File: src/hdl/filt_pkg.sv
package filt_pkg;

    // ----------------------------------------
    // geometry and widths
    // ----------------------------------------
    localparam int PIX_W    = 12;
    localparam int LINE_MAX = 64;
    localparam int WIN      = 7;

    // number of stored lines above the current one
    localparam int N_LINES  = WIN - 1;
    localparam int CENTER   = WIN / 2;

    // column counter / line memory address
    localparam int ADDR_W   = $clog2(LINE_MAX);
    // row counter only has to reach WIN-1, then it holds
    localparam int ROW_W    = $clog2(WIN);

    // ----------------------------------------
    // types
    // ----------------------------------------
    typedef logic [PIX_W-1:0] pix_t;

    typedef struct packed {
        pix_t pix;
        logic de;
        logic sol;
        logic sof;
    } stream_t;

    // [row][col], row 0 is the oldest line, col 0 the leftmost pixel
    typedef pix_t [WIN-1:0][WIN-1:0] win_t;

    typedef struct packed {
        win_t win;
        logic de;
        logic sol;
        logic sof;
    } win_stream_t;

    // index 0 is the line six rows back, index N_LINES-1 the previous line
    typedef pix_t [N_LINES-1:0] line_t;

    typedef enum logic [1:0] {
        MODE_MAX    = 2'd0,
        MODE_MIN    = 2'd1,
        MODE_CENTER = 2'd2
    } filt_mode_t;

endpackage

File: src/hdl/window_reduce.sv
module window_reduce
    import filt_pkg::*;
(
    input  logic        clk,
    input  logic        arst_n_i,
    input  win_stream_t w_i,
    input  filt_mode_t  mode_i,
    output stream_t     m_o
);

    // ----------------------------------------
    // helpers
    // ----------------------------------------
    function automatic pix_t vmax(input pix_t [WIN-1:0] v);
        pix_t m;
        m = v[0];
        for (int i = 1; i < WIN; i++) begin
            if (v[i] > m) begin
                m = v[i];
            end
        end
        return m;
    endfunction

    function automatic pix_t vmin(input pix_t [WIN-1:0] v);
        pix_t m;
        m = v[0];
        for (int i = 1; i < WIN; i++) begin
            if (v[i] < m) begin
                m = v[i];
            end
        end
        return m;
    endfunction

    // flags are kept as {de, sol, sof}
    logic [2:0] flg1_q;
    logic [2:0] flg2_q;
    logic [2:0] flg3_q;

    pix_t [WIN-1:0] row_max_q;
    pix_t [WIN-1:0] row_min_q;
    pix_t           center1_q;
    filt_mode_t     mode1_q;

    pix_t       max2_q;
    pix_t       min2_q;
    pix_t       center2_q;
    filt_mode_t mode2_q;

    pix_t pix3_q;

    // ----------------------------------------
    // data path, three stages
    // ----------------------------------------
    always_ff @(posedge clk) begin
        // stage 1: per row
        for (int r = 0; r < WIN; r++) begin
            row_max_q[r] <= vmax(w_i.win[r]);
            row_min_q[r] <= vmin(w_i.win[r]);
        end
        center1_q <= w_i.win[CENTER][CENTER];
        mode1_q   <= mode_i;

        // stage 2: across rows
        max2_q    <= vmax(row_max_q);
        min2_q    <= vmin(row_min_q);
        center2_q <= center1_q;
        mode2_q   <= mode1_q;

        // stage 3: pick the result
        case (mode2_q)
            MODE_MAX: pix3_q <= max2_q;
            MODE_MIN: pix3_q <= min2_q;
            default:  pix3_q <= center2_q;
        endcase
    end

    // flags ride along with the data
    always_ff @(posedge clk or negedge arst_n_i) begin
        if (!arst_n_i) begin
            flg1_q <= '0;
            flg2_q <= '0;
            flg3_q <= '0;
        end else begin
            flg1_q <= {w_i.de, w_i.sol, w_i.sof};
            flg2_q <= flg1_q;
            flg3_q <= flg2_q;
        end
    end

    assign m_o = '{pix: pix3_q, de: flg3_q[2], sol: flg3_q[1], sof: flg3_q[0]};

endmodule

File: config.mk
export PLATFORM = sky130hd
export DESIGN_NAME = window_reduce
export DESIGN_NICKNAME = d
export VERILOG_FILES = /design/src/hdl/filt_pkg.sv /design/src/hdl/window_reduce.sv
export SDC_FILE = /design/constraint.sdc
export NUM_CORES = 2
export LEC_CHECK = 0
export ABC_AREA = 1
export BUFFER_PORTS_ARGS = -buffer_cell sky130_fd_sc_hd__clkbuf_2
export CAP_MARGIN = 5
export CORE_MARGIN = 2
export CORE_UTILIZATION = 25
export DETAILED_ROUTE_END_ITERATION = 6
export SYNTH_ARGS = -nofsm -noshare
export SYNTH_HDL_FRONTEND = slang
export SYNTH_SLANG_ARGS = --single-unit
File: constraint.sdc
create_clock -name clk -period 9.46 [get_ports clk]
set_input_delay 2.838 -clock clk [delete_from_list [all_inputs] [get_ports clk]]
set_output_delay 2.838 -clock clk [all_outputs]
set_load 0.01 [all_outputs]
==> flow_summary.json <==
{
  "fin_crit_sh_pct": 111,
  "firstDrtPassIters": 5,
  "violations": "setup timing",
  "status": "complete, but fails checks",
  "drc": 0,
  "reg2reg_depth": 64,
  "clk_pin_slew_ps": 60,
  "cts_buffers": 27,
  "final_max_slew_viol_count": 0,
  "dieWidth_um": 425,
  "overflow": 0,
  "grt_max_degree": 27,
  "io_buffer_count": 609,
  "antenna_found_initial": 110,
  "final_nets": 11316,
  "place_area_um2": 64000,
  "area_delta_synth_final_pct": 71.9,
  "cpPeakStageDelay_ps": 360,
  "grt_pass1_wl_um": 300000,
  "drv_cap": 0,
  "cts-hold-fix-buffers": 0,
  "die-height_um": 425,
  "clock_sinks": 241,
  "synth_warnings": 0,
  "synthArstFlopShare_pct": 3.73,
  "maxSlewHeadroom_pct": 44.6,
  "synth-seq-area-share_pct": 11.0,
  "setup_slack_ps": -1060,
  "max-clock-path-buffers": 3,
  "arrival_ps": 11030,
  "synth.distinct_cells": 54,
  "cpMostUsedCell": "nand2_2",
  "required_ps": 9970,
  "vias": 58056,
  "grt_usage_pct": 20.7,
  "power.density_nw_per_um2": 423,
  "pin_count": 610,
  "design_area_um2": 76100,
  "hold_end": "center2_q[7]",
  "critical_path.max_fanout": 8,
  "slowest_stage": "a2111oi_4",
  "synthCells": 7282,
  "syn-cell-area_um2": 44300,
  "ys.flop_type": "dfxtp_1",
  "synth_edf_count": 0,
  "ir_drop_mv": 1.13,
  "whs_path_depth": 0,
  "cp-start-kind": "primary input",
  "synth_fp_nets": 8849,
  "clock_skew_ps": 34.2,
  "die_area_um2": 181000,
  "coreArea_um2": 176000,
  "grt_pass1_vias": 56154,
  "n_fill_cell": 17668,
  "htreeDepth": 1,
  "start_util_pct": 25.2,
  "wl_per_cell_um": 16.6,
  "drive_gt1_share_pct": 44.6,
  "regArea_um2": 4870,
  "fin_crit_ps": 10520,
  "tightest_slew_ps": 828,
  "cts_tree": "done",
  "final-hold-violation-count": 0,
  "drtIter0Drc": 3089,
  "fmax_ghz": 0.0951,
  "worstHoldStart": "center1_q[7]",
  "rows": 154,
  "clk-insertion-delay-late_ps": 570,
  "path_class": "primary input to flop",
  "post-dp-hpwl_um": 162000,
  "reg2reg_from": "row_max_q[11]",
  "synth-seq-cells": 241,
  "final_antenna_net_count": 0,
  "r2r_end": "max2_q[2]",
  "multi_input_area_um2": 44500,
  "clockRootBuffer": "clkbuf_16",
  "vias_per_cell": 4.77,
  "layoutNonFillerInstCount": 12169,
  "regToRegSetupSlack_ps": -120,
  "hold_class": "flop to flop",
  "setup_violations": 180,
  "avgSynthCellArea_um2": 6.08,
  "endpoint_kind": "flop",
  "drt_wl_total_um": 203000,
  "dp.cells": 11684,
  "rsz0062_at_grt": "yes",
  "p_leak_uw": 0.0400,
  "gp_congestion": 0.956
}
cell families after synthesis:
logic type,Yosys count,share of synthesized area (%)
DFF,241,11.0
buffers and inverters,1045,9.28
AOI/OAI and AO/OA,1293,15.8
adders and majority gates,972,27.5
and+or+nand+nor,3731,36.4
per-layer routing:
metal	wire [µm]	share of wire [%]	up-vias	global-route usage, %
met5	518	0.26	-	0
met4	10600	5.2	80	9.43
met3	10600	5.2	461	3.36
met2	97100	48	1396	36.1
met1	83800	41	26545	24.7
li1	-	-	29574	-
stage by stage:
stage | setup TNS, ps | util, % | setup WS (ps) | hold WS, ps | power [µW]
finish | -132810 | 43.2 | -1060 | 325 | 32200
global route | -235670 | 43.2 | -1590 | 332 | 35600
CTS | -143710 | 40.0 | -1100 | 326 | 30100
detailed placement | -317210 | 36.3 | -2200 | 313 | 27000
global placement | -295140 | 36.3 | -2260 | 313 | 26400
floorplan | -102300 | - | -917 | 310 | 17500
placed cells by master, fill, tap and decap left out, types with 18 or more instances in the layout:
master	synthesis	routed
ha_4	0	184
inv_1	826	687
inv_2	8	95
a211oi_2	0	32
clkbuf_2	0	563
nand2_4	22	164
nor2_1	238	180
a21oi_2	1	70
o21ai_4	0	71
nor2_2	17	45
ha_1	972	783
buf_4	7	1829
o21ai_1	2	257
o21ai_2	0	250
o21ai_0	804	228
nor3_2	4	22
buf_6	7	121
nand2_1	2451	2032
buf_8	1	23
nor3_1	38	18
nand3_2	19	116
o21bai_1	30	28
diode_2	0	61
nand4_1	103	103
nand3_1	639	521
inv_4	0	31
nand2_8	0	47
a21oi_1	313	239
nand2_2	120	400
buf_12	0	20
a211oi_1	55	21
nor2_4	4	34
dfxtp_1	232	232
nand3_4	6	29
clkbuf_16	0	40
worst max-delay path, delay by kind of cell:
family	cells	cell delay, ps
buf+inv	13	1680
fa+ha+maj	6	1540
simple gates	18	1840
compound gates	17	3150
cells in the mapped netlist (13+ instances only):
cell type	number	share of area, %
nor3_1	38	0.43
nor2_2	17	0.24
nand4_1	103	1.5
a211oi_1	55	0.93
nand3b_1	17	0.29
clkbuf_1	152	1.3
a2111oi_0	16	0.32
inv_1	826	7.0
nand2_1	2451	21
nand3_2	19	0.43
nand3_1	639	7.2
o21ai_0	804	9.1
o221a_2	24	0.61
dfxtp_1	232	10
nand2_2	120	1.7
and2_1	23	0.32
a31oi_1	14	0.20
nand2_4	22	0.56
nor2_1	238	2.0
and3_1	13	0.18
a21oi_1	313	3.5
o21bai_1	30	0.51
ha_1	972	27
buf_2	30	0.34
flip-flops by register name, indices dropped and copies added, names as in the netlist:
register   count
flg3_q         3
mode2_q        2
center1_q     12
center2_q     12
min2_q        12
flg1_q         3
flg2_q         3
max2_q        12
row_max_q     84
pix3_q        12
mode1_q        2
row_min_q     84
worst max-delay path by stage:
stage / from / slack, ps / to / cells past startpoint
5_1_grt: w_i[12] / -1590 / row_min_q[11] / 53
2_1_floorplan: w_i[182] / -920 / row_min_q[26] / 60
3_5_place_dp: w_i[264] / -2200 / row_min_q[37] / 54
4_1_cts: w_i[178] / -1100 / row_max_q[24] / 67
6_report: w_i[96] / -1060 / row_min_q[22] / 54
3_3_place_gp: w_i[264] / -2260 / row_min_q[37] / 52
cell type report:
class                   count  area share (%)
repair inverters            5          0.0394
well taps                2340            3.84
diodes                     61           0.200
clock inverters            14           0.200
multi-input cells        6048            58.4
repair buffers           2592            25.4
inverters                 834            4.48
clock buffers              34           0.989
flip-flops and latches    241            6.40
power breakdown:
| part | switching, µW | total [µW] | internal (µW) |
|---|---|---|---|
| registers | 339 | 2000 | 1660 |
| clock network | 447 | 1070 | 623 |
| logic | 16500 | 29100 | 12600 |
| total | 17300 | 32200 | 14900 |
timing repair:
action                                  in CTS  in global routing
gates cloned                                43                 42
pin swaps                                  326                377
endpoints found under the setup margin     192                192
gates resized for setup                    919               1120
buffers inserted                           197                 98
Note: power is estimated with default switching activity, not from simulation.
