[config.mk]
export PLATFORM = sky130hd
export DESIGN_NAME = window_7x7
export DESIGN_NICKNAME = d
export VERILOG_FILES = /design/src/hdl/filt_pkg.sv /design/src/hdl/window_7x7.sv
export SDC_FILE = /design/constraint.sdc
export NUM_CORES = 1
export LEC_CHECK = 0
export BUFFER_PORTS_ARGS = -buffer_cell sky130_fd_sc_hd__buf_2
export CAP_MARGIN = 20
export CELL_PAD_IN_SITES_DETAIL_PLACEMENT = 1
export CELL_PAD_IN_SITES_GLOBAL_PLACEMENT = 1
export CORE_AREA = 2 2 264 266
export CTS_CLUSTER_SIZE = 30
export DETAILED_ROUTE_END_ITERATION = 8
export DIE_AREA = 0 0 266 268
export GPL_ROUTABILITY_DRIVEN = 0
export GPL_TIMING_DRIVEN = 0
export PLACE_DENSITY_LB_ADDON = 0.12
export SKIP_LAST_GASP = 1
export SLEW_MARGIN = 5
export SYNTH_ARGS = -nofsm -noshare
export SYNTH_HDL_FRONTEND = slang
export SYNTH_SLANG_ARGS = --single-unit
[constraint.sdc]
create_clock -name clk -period 2.1 [get_ports clk]
set_clock_uncertainty 0.2 [all_clocks]
set_input_delay 0.21 -clock clk [delete_from_list [all_inputs] [get_ports clk]]
set_output_delay 0.21 -clock clk [all_outputs]
set_load 0.005 [all_outputs]
[src/hdl/filt_pkg.sv]
package filt_pkg;

    // ----------------------------------------
    // geometry and widths
    // ----------------------------------------
    localparam int PIX_W    = 12;
    localparam int LINE_MAX = 64;
    localparam int WIN      = 7;

    // number of stored lines above the current one
    localparam int N_LINES  = WIN - 1;
    localparam int CENTER   = WIN / 2;

    // column counter / line memory address
    localparam int ADDR_W   = $clog2(LINE_MAX);
    // row counter only has to reach WIN-1, then it holds
    localparam int ROW_W    = $clog2(WIN);

    // ----------------------------------------
    // types
    // ----------------------------------------
    typedef logic [PIX_W-1:0] pix_t;

    typedef struct packed {
        pix_t pix;
        logic de;
        logic sol;
        logic sof;
    } stream_t;

    // [row][col], row 0 is the oldest line, col 0 the leftmost pixel
    typedef pix_t [WIN-1:0][WIN-1:0] win_t;

    typedef struct packed {
        win_t win;
        logic de;
        logic sol;
        logic sof;
    } win_stream_t;

    // index 0 is the line six rows back, index N_LINES-1 the previous line
    typedef pix_t [N_LINES-1:0] line_t;

    typedef enum logic [1:0] {
        MODE_MAX    = 2'd0,
        MODE_MIN    = 2'd1,
        MODE_CENTER = 2'd2
    } filt_mode_t;

endpackage

[src/hdl/window_7x7.sv]
module window_7x7
    import filt_pkg::*;
(
    input  logic        clk,
    input  logic        arst_n_i,
    input  stream_t     s_i,
    input  line_t       lines_i,
    output win_stream_t w_o
);

    win_t win_q;

    // new right-hand column, oldest line at index 0
    pix_t [WIN-1:0] col_in;

    logic [ADDR_W-1:0] col_q;
    logic [ADDR_W-1:0] col_cur;
    logic [ROW_W-1:0]  row_q;
    logic [ROW_W-1:0]  row_cur;

    logic win_full;
    logic de_q;
    logic sol_q;
    logic sof_q;

    // set while output row 0 is being produced, cleared by its first line end
    logic first_row_q;

    assign col_in = {s_i.pix, lines_i};

    // ----------------------------------------
    // position of the incoming pixel
    // ----------------------------------------
    assign col_cur = s_i.sol ? '0 : col_q;

    always_comb begin
        if (s_i.sof) begin
            row_cur = '0;
        end else if (s_i.sol && (row_q != ROW_W'(WIN-1))) begin
            row_cur = row_q + 1'b1;
        end else begin
            // holds once the window has enough rows
            row_cur = row_q;
        end
    end

    always_ff @(posedge clk or negedge arst_n_i) begin
        if (!arst_n_i) begin
            col_q <= '0;
            row_q <= '0;
        end else if (s_i.de) begin
            col_q <= col_cur + 1'b1;
            row_q <= row_cur;
        end
    end

    // window is complete once the pixel sits at row >= 6 and column >= 6
    assign win_full = (col_cur >= ADDR_W'(WIN-1)) && (row_cur == ROW_W'(WIN-1));

    // ----------------------------------------
    // shift register window
    // ----------------------------------------
    always_ff @(posedge clk) begin
        if (s_i.de) begin
            for (int r = 0; r < WIN; r++) begin
                for (int c = 0; c < WIN-1; c++) begin
                    win_q[r][c] <= win_q[r][c+1];
                end
                win_q[r][WIN-1] <= col_in[r];
            end
        end
    end

    // ----------------------------------------
    // output flags
    // ----------------------------------------
    always_ff @(posedge clk or negedge arst_n_i) begin
        if (!arst_n_i) begin
            de_q  <= 1'b0;
            sol_q <= 1'b0;
            sof_q <= 1'b0;
        end else begin
            de_q  <= s_i.de && win_full;
            // first output of a line comes from input column 6
            sol_q <= s_i.de && win_full && (col_cur == ADDR_W'(WIN-1));
            sof_q <= s_i.de && win_full && (col_cur == ADDR_W'(WIN-1)) && first_row_q;
        end
    end

    always_ff @(posedge clk or negedge arst_n_i) begin
        if (!arst_n_i) begin
            first_row_q <= 1'b0;
        end else if (s_i.de) begin
            if (s_i.sof) begin
                first_row_q <= 1'b1;
            end else if (s_i.sol && row_q == ROW_W'(WIN-1)) begin
                first_row_q <= 1'b0;
            end
        end
    end

    assign w_o = '{win: win_q, de: de_q, sol: sol_q, sof: sof_q};

endmodule

==> impl_metrics.py <==
metrics = {
    "die": {
        "ioPinCount": 680,
        "num_rows": 96,
        "dieArea_um2": 71300,
        "die_w_um": 266,
        "core_area_um2": 68200,
        "die_h_um": 268,
        "initial_utilization": 0.269,
    },
    "synthesis": {
        "muxShareOfSynthArea": 0.00218,
        "synth.avg_cell_area_um2": 27.9,
        "syn_inst": 657,
        "synth_compound_area_frac": 0.00491,
        "synth_top_family_by_area": "simple AND/OR/NAND/NOR gates",
        "yosysTopAreaCell": "edfxtp_1",
        "synth_top_area_frac": 0.962,
        "synth_cell_type_count": 28,
        "ys_seq_area_frac": 0.979,
        "syn_nets": 750,
        "synth-xor-area-share": 0.000477,
        "ys_ff_latch": 601,
        "synth_area_um2": 18400,
        "yosys_warnings": 0,
        "synthTopCellsByArea": "edfxtp_1 96%, dfrtp_1 1.8%, ha_1 0.27%, mux2i_1 0.22%, buf_4 0.16%",
        "synth-simple-area-share": 0.00729,
        "synth_fa_ha_area_frac": 0.00273,
    },
    "global_route": {
        "first_global_vias": 10000,
        "antenna_found_initial": 1,
        "grt_pass1_wl_mm": 69.0,
        "grt_usage": 0.132,
        "grt_max_degree": 120,
        "grt_overflow": 0,
    },
    "clock_network": {
        "cts.path.max_buffers": 3,
        "numCtsBuffers": 69,
        "cts_tree": "done",
        "cts_hold_buffers": 89,
        "clock-sinks": 601,
        "root_buffer": "clkbuf_16",
        "clkLatencyLatePin_ps": 600,
        "htreeDepth": 3,
        "clkTransAtPathRegs_ps": 60,
    },
    "route": {
        "ant_nets": 0,
        "routedWlPerCell_um": 20.6,
        "wl_mm": 50.2,
        "vias": 9707,
        "viasPerCell": 3.98,
        "first_iter_violations": 647,
        "drc": 0,
        "dr.pass1.iters": 4,
    },
    "setup_path": {
        "cp_slowest_stage_delay_ps": 550,
        "cp_cell_sequence": "inv_1, ha_1, nand4_1, a22o_1, dlygate4sd3_1",
        "r2r-end": "first_row_q",
        "cp_slowest_cell": "dlygate4sd3_1",
        "crit_required_ps": 2370,
        "start_kind": "flip-flop",
        "worst-path-stages": 5,
        "arrival_ps": 2180,
        "end_kind": "flip-flop",
        "crit_fanout": 5,
        "path_class": "reg -> reg",
        "worstReg2RegStart": "row_q[0]",
        "r2r_slack_ps": 190,
        "startpoint": "row_q[0]",
        "crit_end": "first_row_q",
        "ff2ff_path_depth": 5,
        "path_delay_family": "buffers and inverters",
        "cp.buffers_inverters": 2,
    },
    "pwr": {
        "leakage_nw": 10.3,
        "netSwitchingPower_mw": 6.00,
        "total_power_mw": 27.5,
        "power_frac_seq": 0.523,
        "p_comb_frac": 0.055,
        "power.internal_mw": 21.5,
        "switching_share": 0.218,
        "power.density_nw_per_um2": 1050,
        "clock_power_share": 0.422,
        "ir_worst_vdd_mv": 0.687,
    },
    "timing": {
        "period_share": 0.908,
        "hold_viol": 55,
        "setup_viol": 0,
        "fin_crit_ps": 1910,
        "hold_ws_ps": -127,
        "fmax_ghz": 0.524,
        "rsz0062_at_grt": "no",
        "setup_tns_ps": 0,
        "max-slew-margin-rel": 0.550,
        "slew_violations": 0,
        "worst_slew_pin_slew_ps": 676,
    },
    "final_layout": {
        "syn_to_final_growth_pct": 42.2,
        "fill_cells": 6845,
        "finalNetCount": 1595,
        "layout-drive-gt1-share": 0.506,
        "stdcell_count": 2436,
    },
    "place": {
        "port_buffers": 679,
        "hpwl_mm": 36.3,
        "dp_cells": 2223,
    },
    "outcome": {
        "status": "finished with violations",
        "failed_checks": "hold timing",
    },
    "flow_run": {
        "maxCapViolations": 0,
    },
    "min_path": {
        "hp-class": "in -> reg",
    },
}
==> area by class of cell <==
cell class              count  area [um2]  share of cell area
repair buffers            774        4470               0.171
flip-flops and latches    601       18000               0.689
clock buffers              85        1810              0.0693
well taps                 882        1100              0.0423
inverters                   5        18.8            0.000719
plain buffers               5        35.0             0.00134
clock inverters            36         363              0.0139
diodes                      2        5.00            0.000192
multi-input cells          46         323              0.0124
==> placed cells by master, fill, tap and decap left out, types with 4 or more instances in the layout <==
| cell | count |
|---|---|
| a21oi_1 | 4 |
| buf_16 | 5 |
| buf_2 | 679 |
| buf_4 | 4 |
| bufinv_16 | 5 |
| clkbuf_1 | 15 |
| clkbuf_16 | 71 |
| clkinv_1 | 13 |
| clkinv_2 | 8 |
| clkinvlp_4 | 4 |
| dfrtp_1 | 13 |
| dlygate4sd3_1 | 89 |
| edfxtp_1 | 588 |
| ha_1 | 4 |
| inv_1 | 5 |
| mux2i_1 | 4 |
| nand2_1 | 6 |
| nor2_1 | 5 |
==> through the flow <==
step,util,worst slack (ps),area [um2]
detailed placement,0.337,-744,23000
finish,0.383,192,26100
global route,0.383,77.2,26100
global placement,0.335,-9440,22900
floorplan,-,529,18400
CTS,0.382,91.9,26100
==> synthesized netlist by cell type (all sizes together) <==
cell type,count
edfxtp,588
dfrtp,13
nand2,6
buf,5
inv,5
nor2,5
a21oi,4
ha,4
mux2i,4
a22o,3
and3,2
and4,2
nand4,2
o21ai,2
a21boi,1
a31oi,1
a41o,1
and2,1
and3b,1
and4b,1
nand2b,1
nand3,1
nor2b,1
nor3,1
o22ai,1
xor2,1
==> per-layer routing <==
layer  vias up  track usage  share of wire
met2       344        0.239           0.54
met4         0       0.0475          0.029
li1       4363            -              -
met5         -            0              0
met1      4918        0.140           0.35
met3        82       0.0513          0.077
==> power by group through the flow <==
stage               Combinational (mW)  Clock (mW)  Sequential, mW
finish                            1.52        11.6            14.4
CTS                               1.56        12.0            14.4
global placement                  1.39           0            14.8
global route                      1.63        12.5            14.5
floorplan                       0.0630           0            14.7
detailed placement                1.42           0            14.7
==> repair_timing <==
action	in CTS	in global routing
endpoints found under the setup margin	84	84
setup buffers	0	0
gates resized for setup	1	0
hold endpoints to repair	209	101
gates cloned	0	1
==> state kept, by name, summed over array words and instances (netlist names) <==
name,count
first_row_q,1
w_o,588
col_q,6
de_q,1
sol_q,1
sof_q,1
row_q,3
==> worst min-delay path by stage <==
stage             start       end  slack, ps  cells after the start
6_report         s_i[2]  w_o[488]       -130                      1
5_1_grt          s_i[2]  w_o[488]       -120                      1
4_1_cts          s_i[2]  w_o[488]       -140                      1
3_5_place_dp   arst_n_i      de_q        -80                      1
3_3_place_gp   arst_n_i     sol_q        -70                      1
2_1_floorplan  arst_n_i  col_q[0]       -290                      0
==> worst reg2reg max path, cell delays in order, from the launching register on <==
cell	delay (ps)
dfrtp_1	430
inv_1	80
ha_1	210
nand4_1	110
a22o_1	210
dlygate4sd3_1	550
==> logic make-up (layout without fill, tap and decap cells) <==
logic type | after synthesis | in the layout
other | 0 | 2
and+or+nand+nor | 24 | 24
DFF | 601 | 601
xor gates and xnor gates | 1 | 1
AOI/OAI and AO/OA | 13 | 13
muxes | 4 | 4
buffers and inverters | 10 | 905
adders and majority gates | 4 | 4
(Power assumes the default switching activity.)
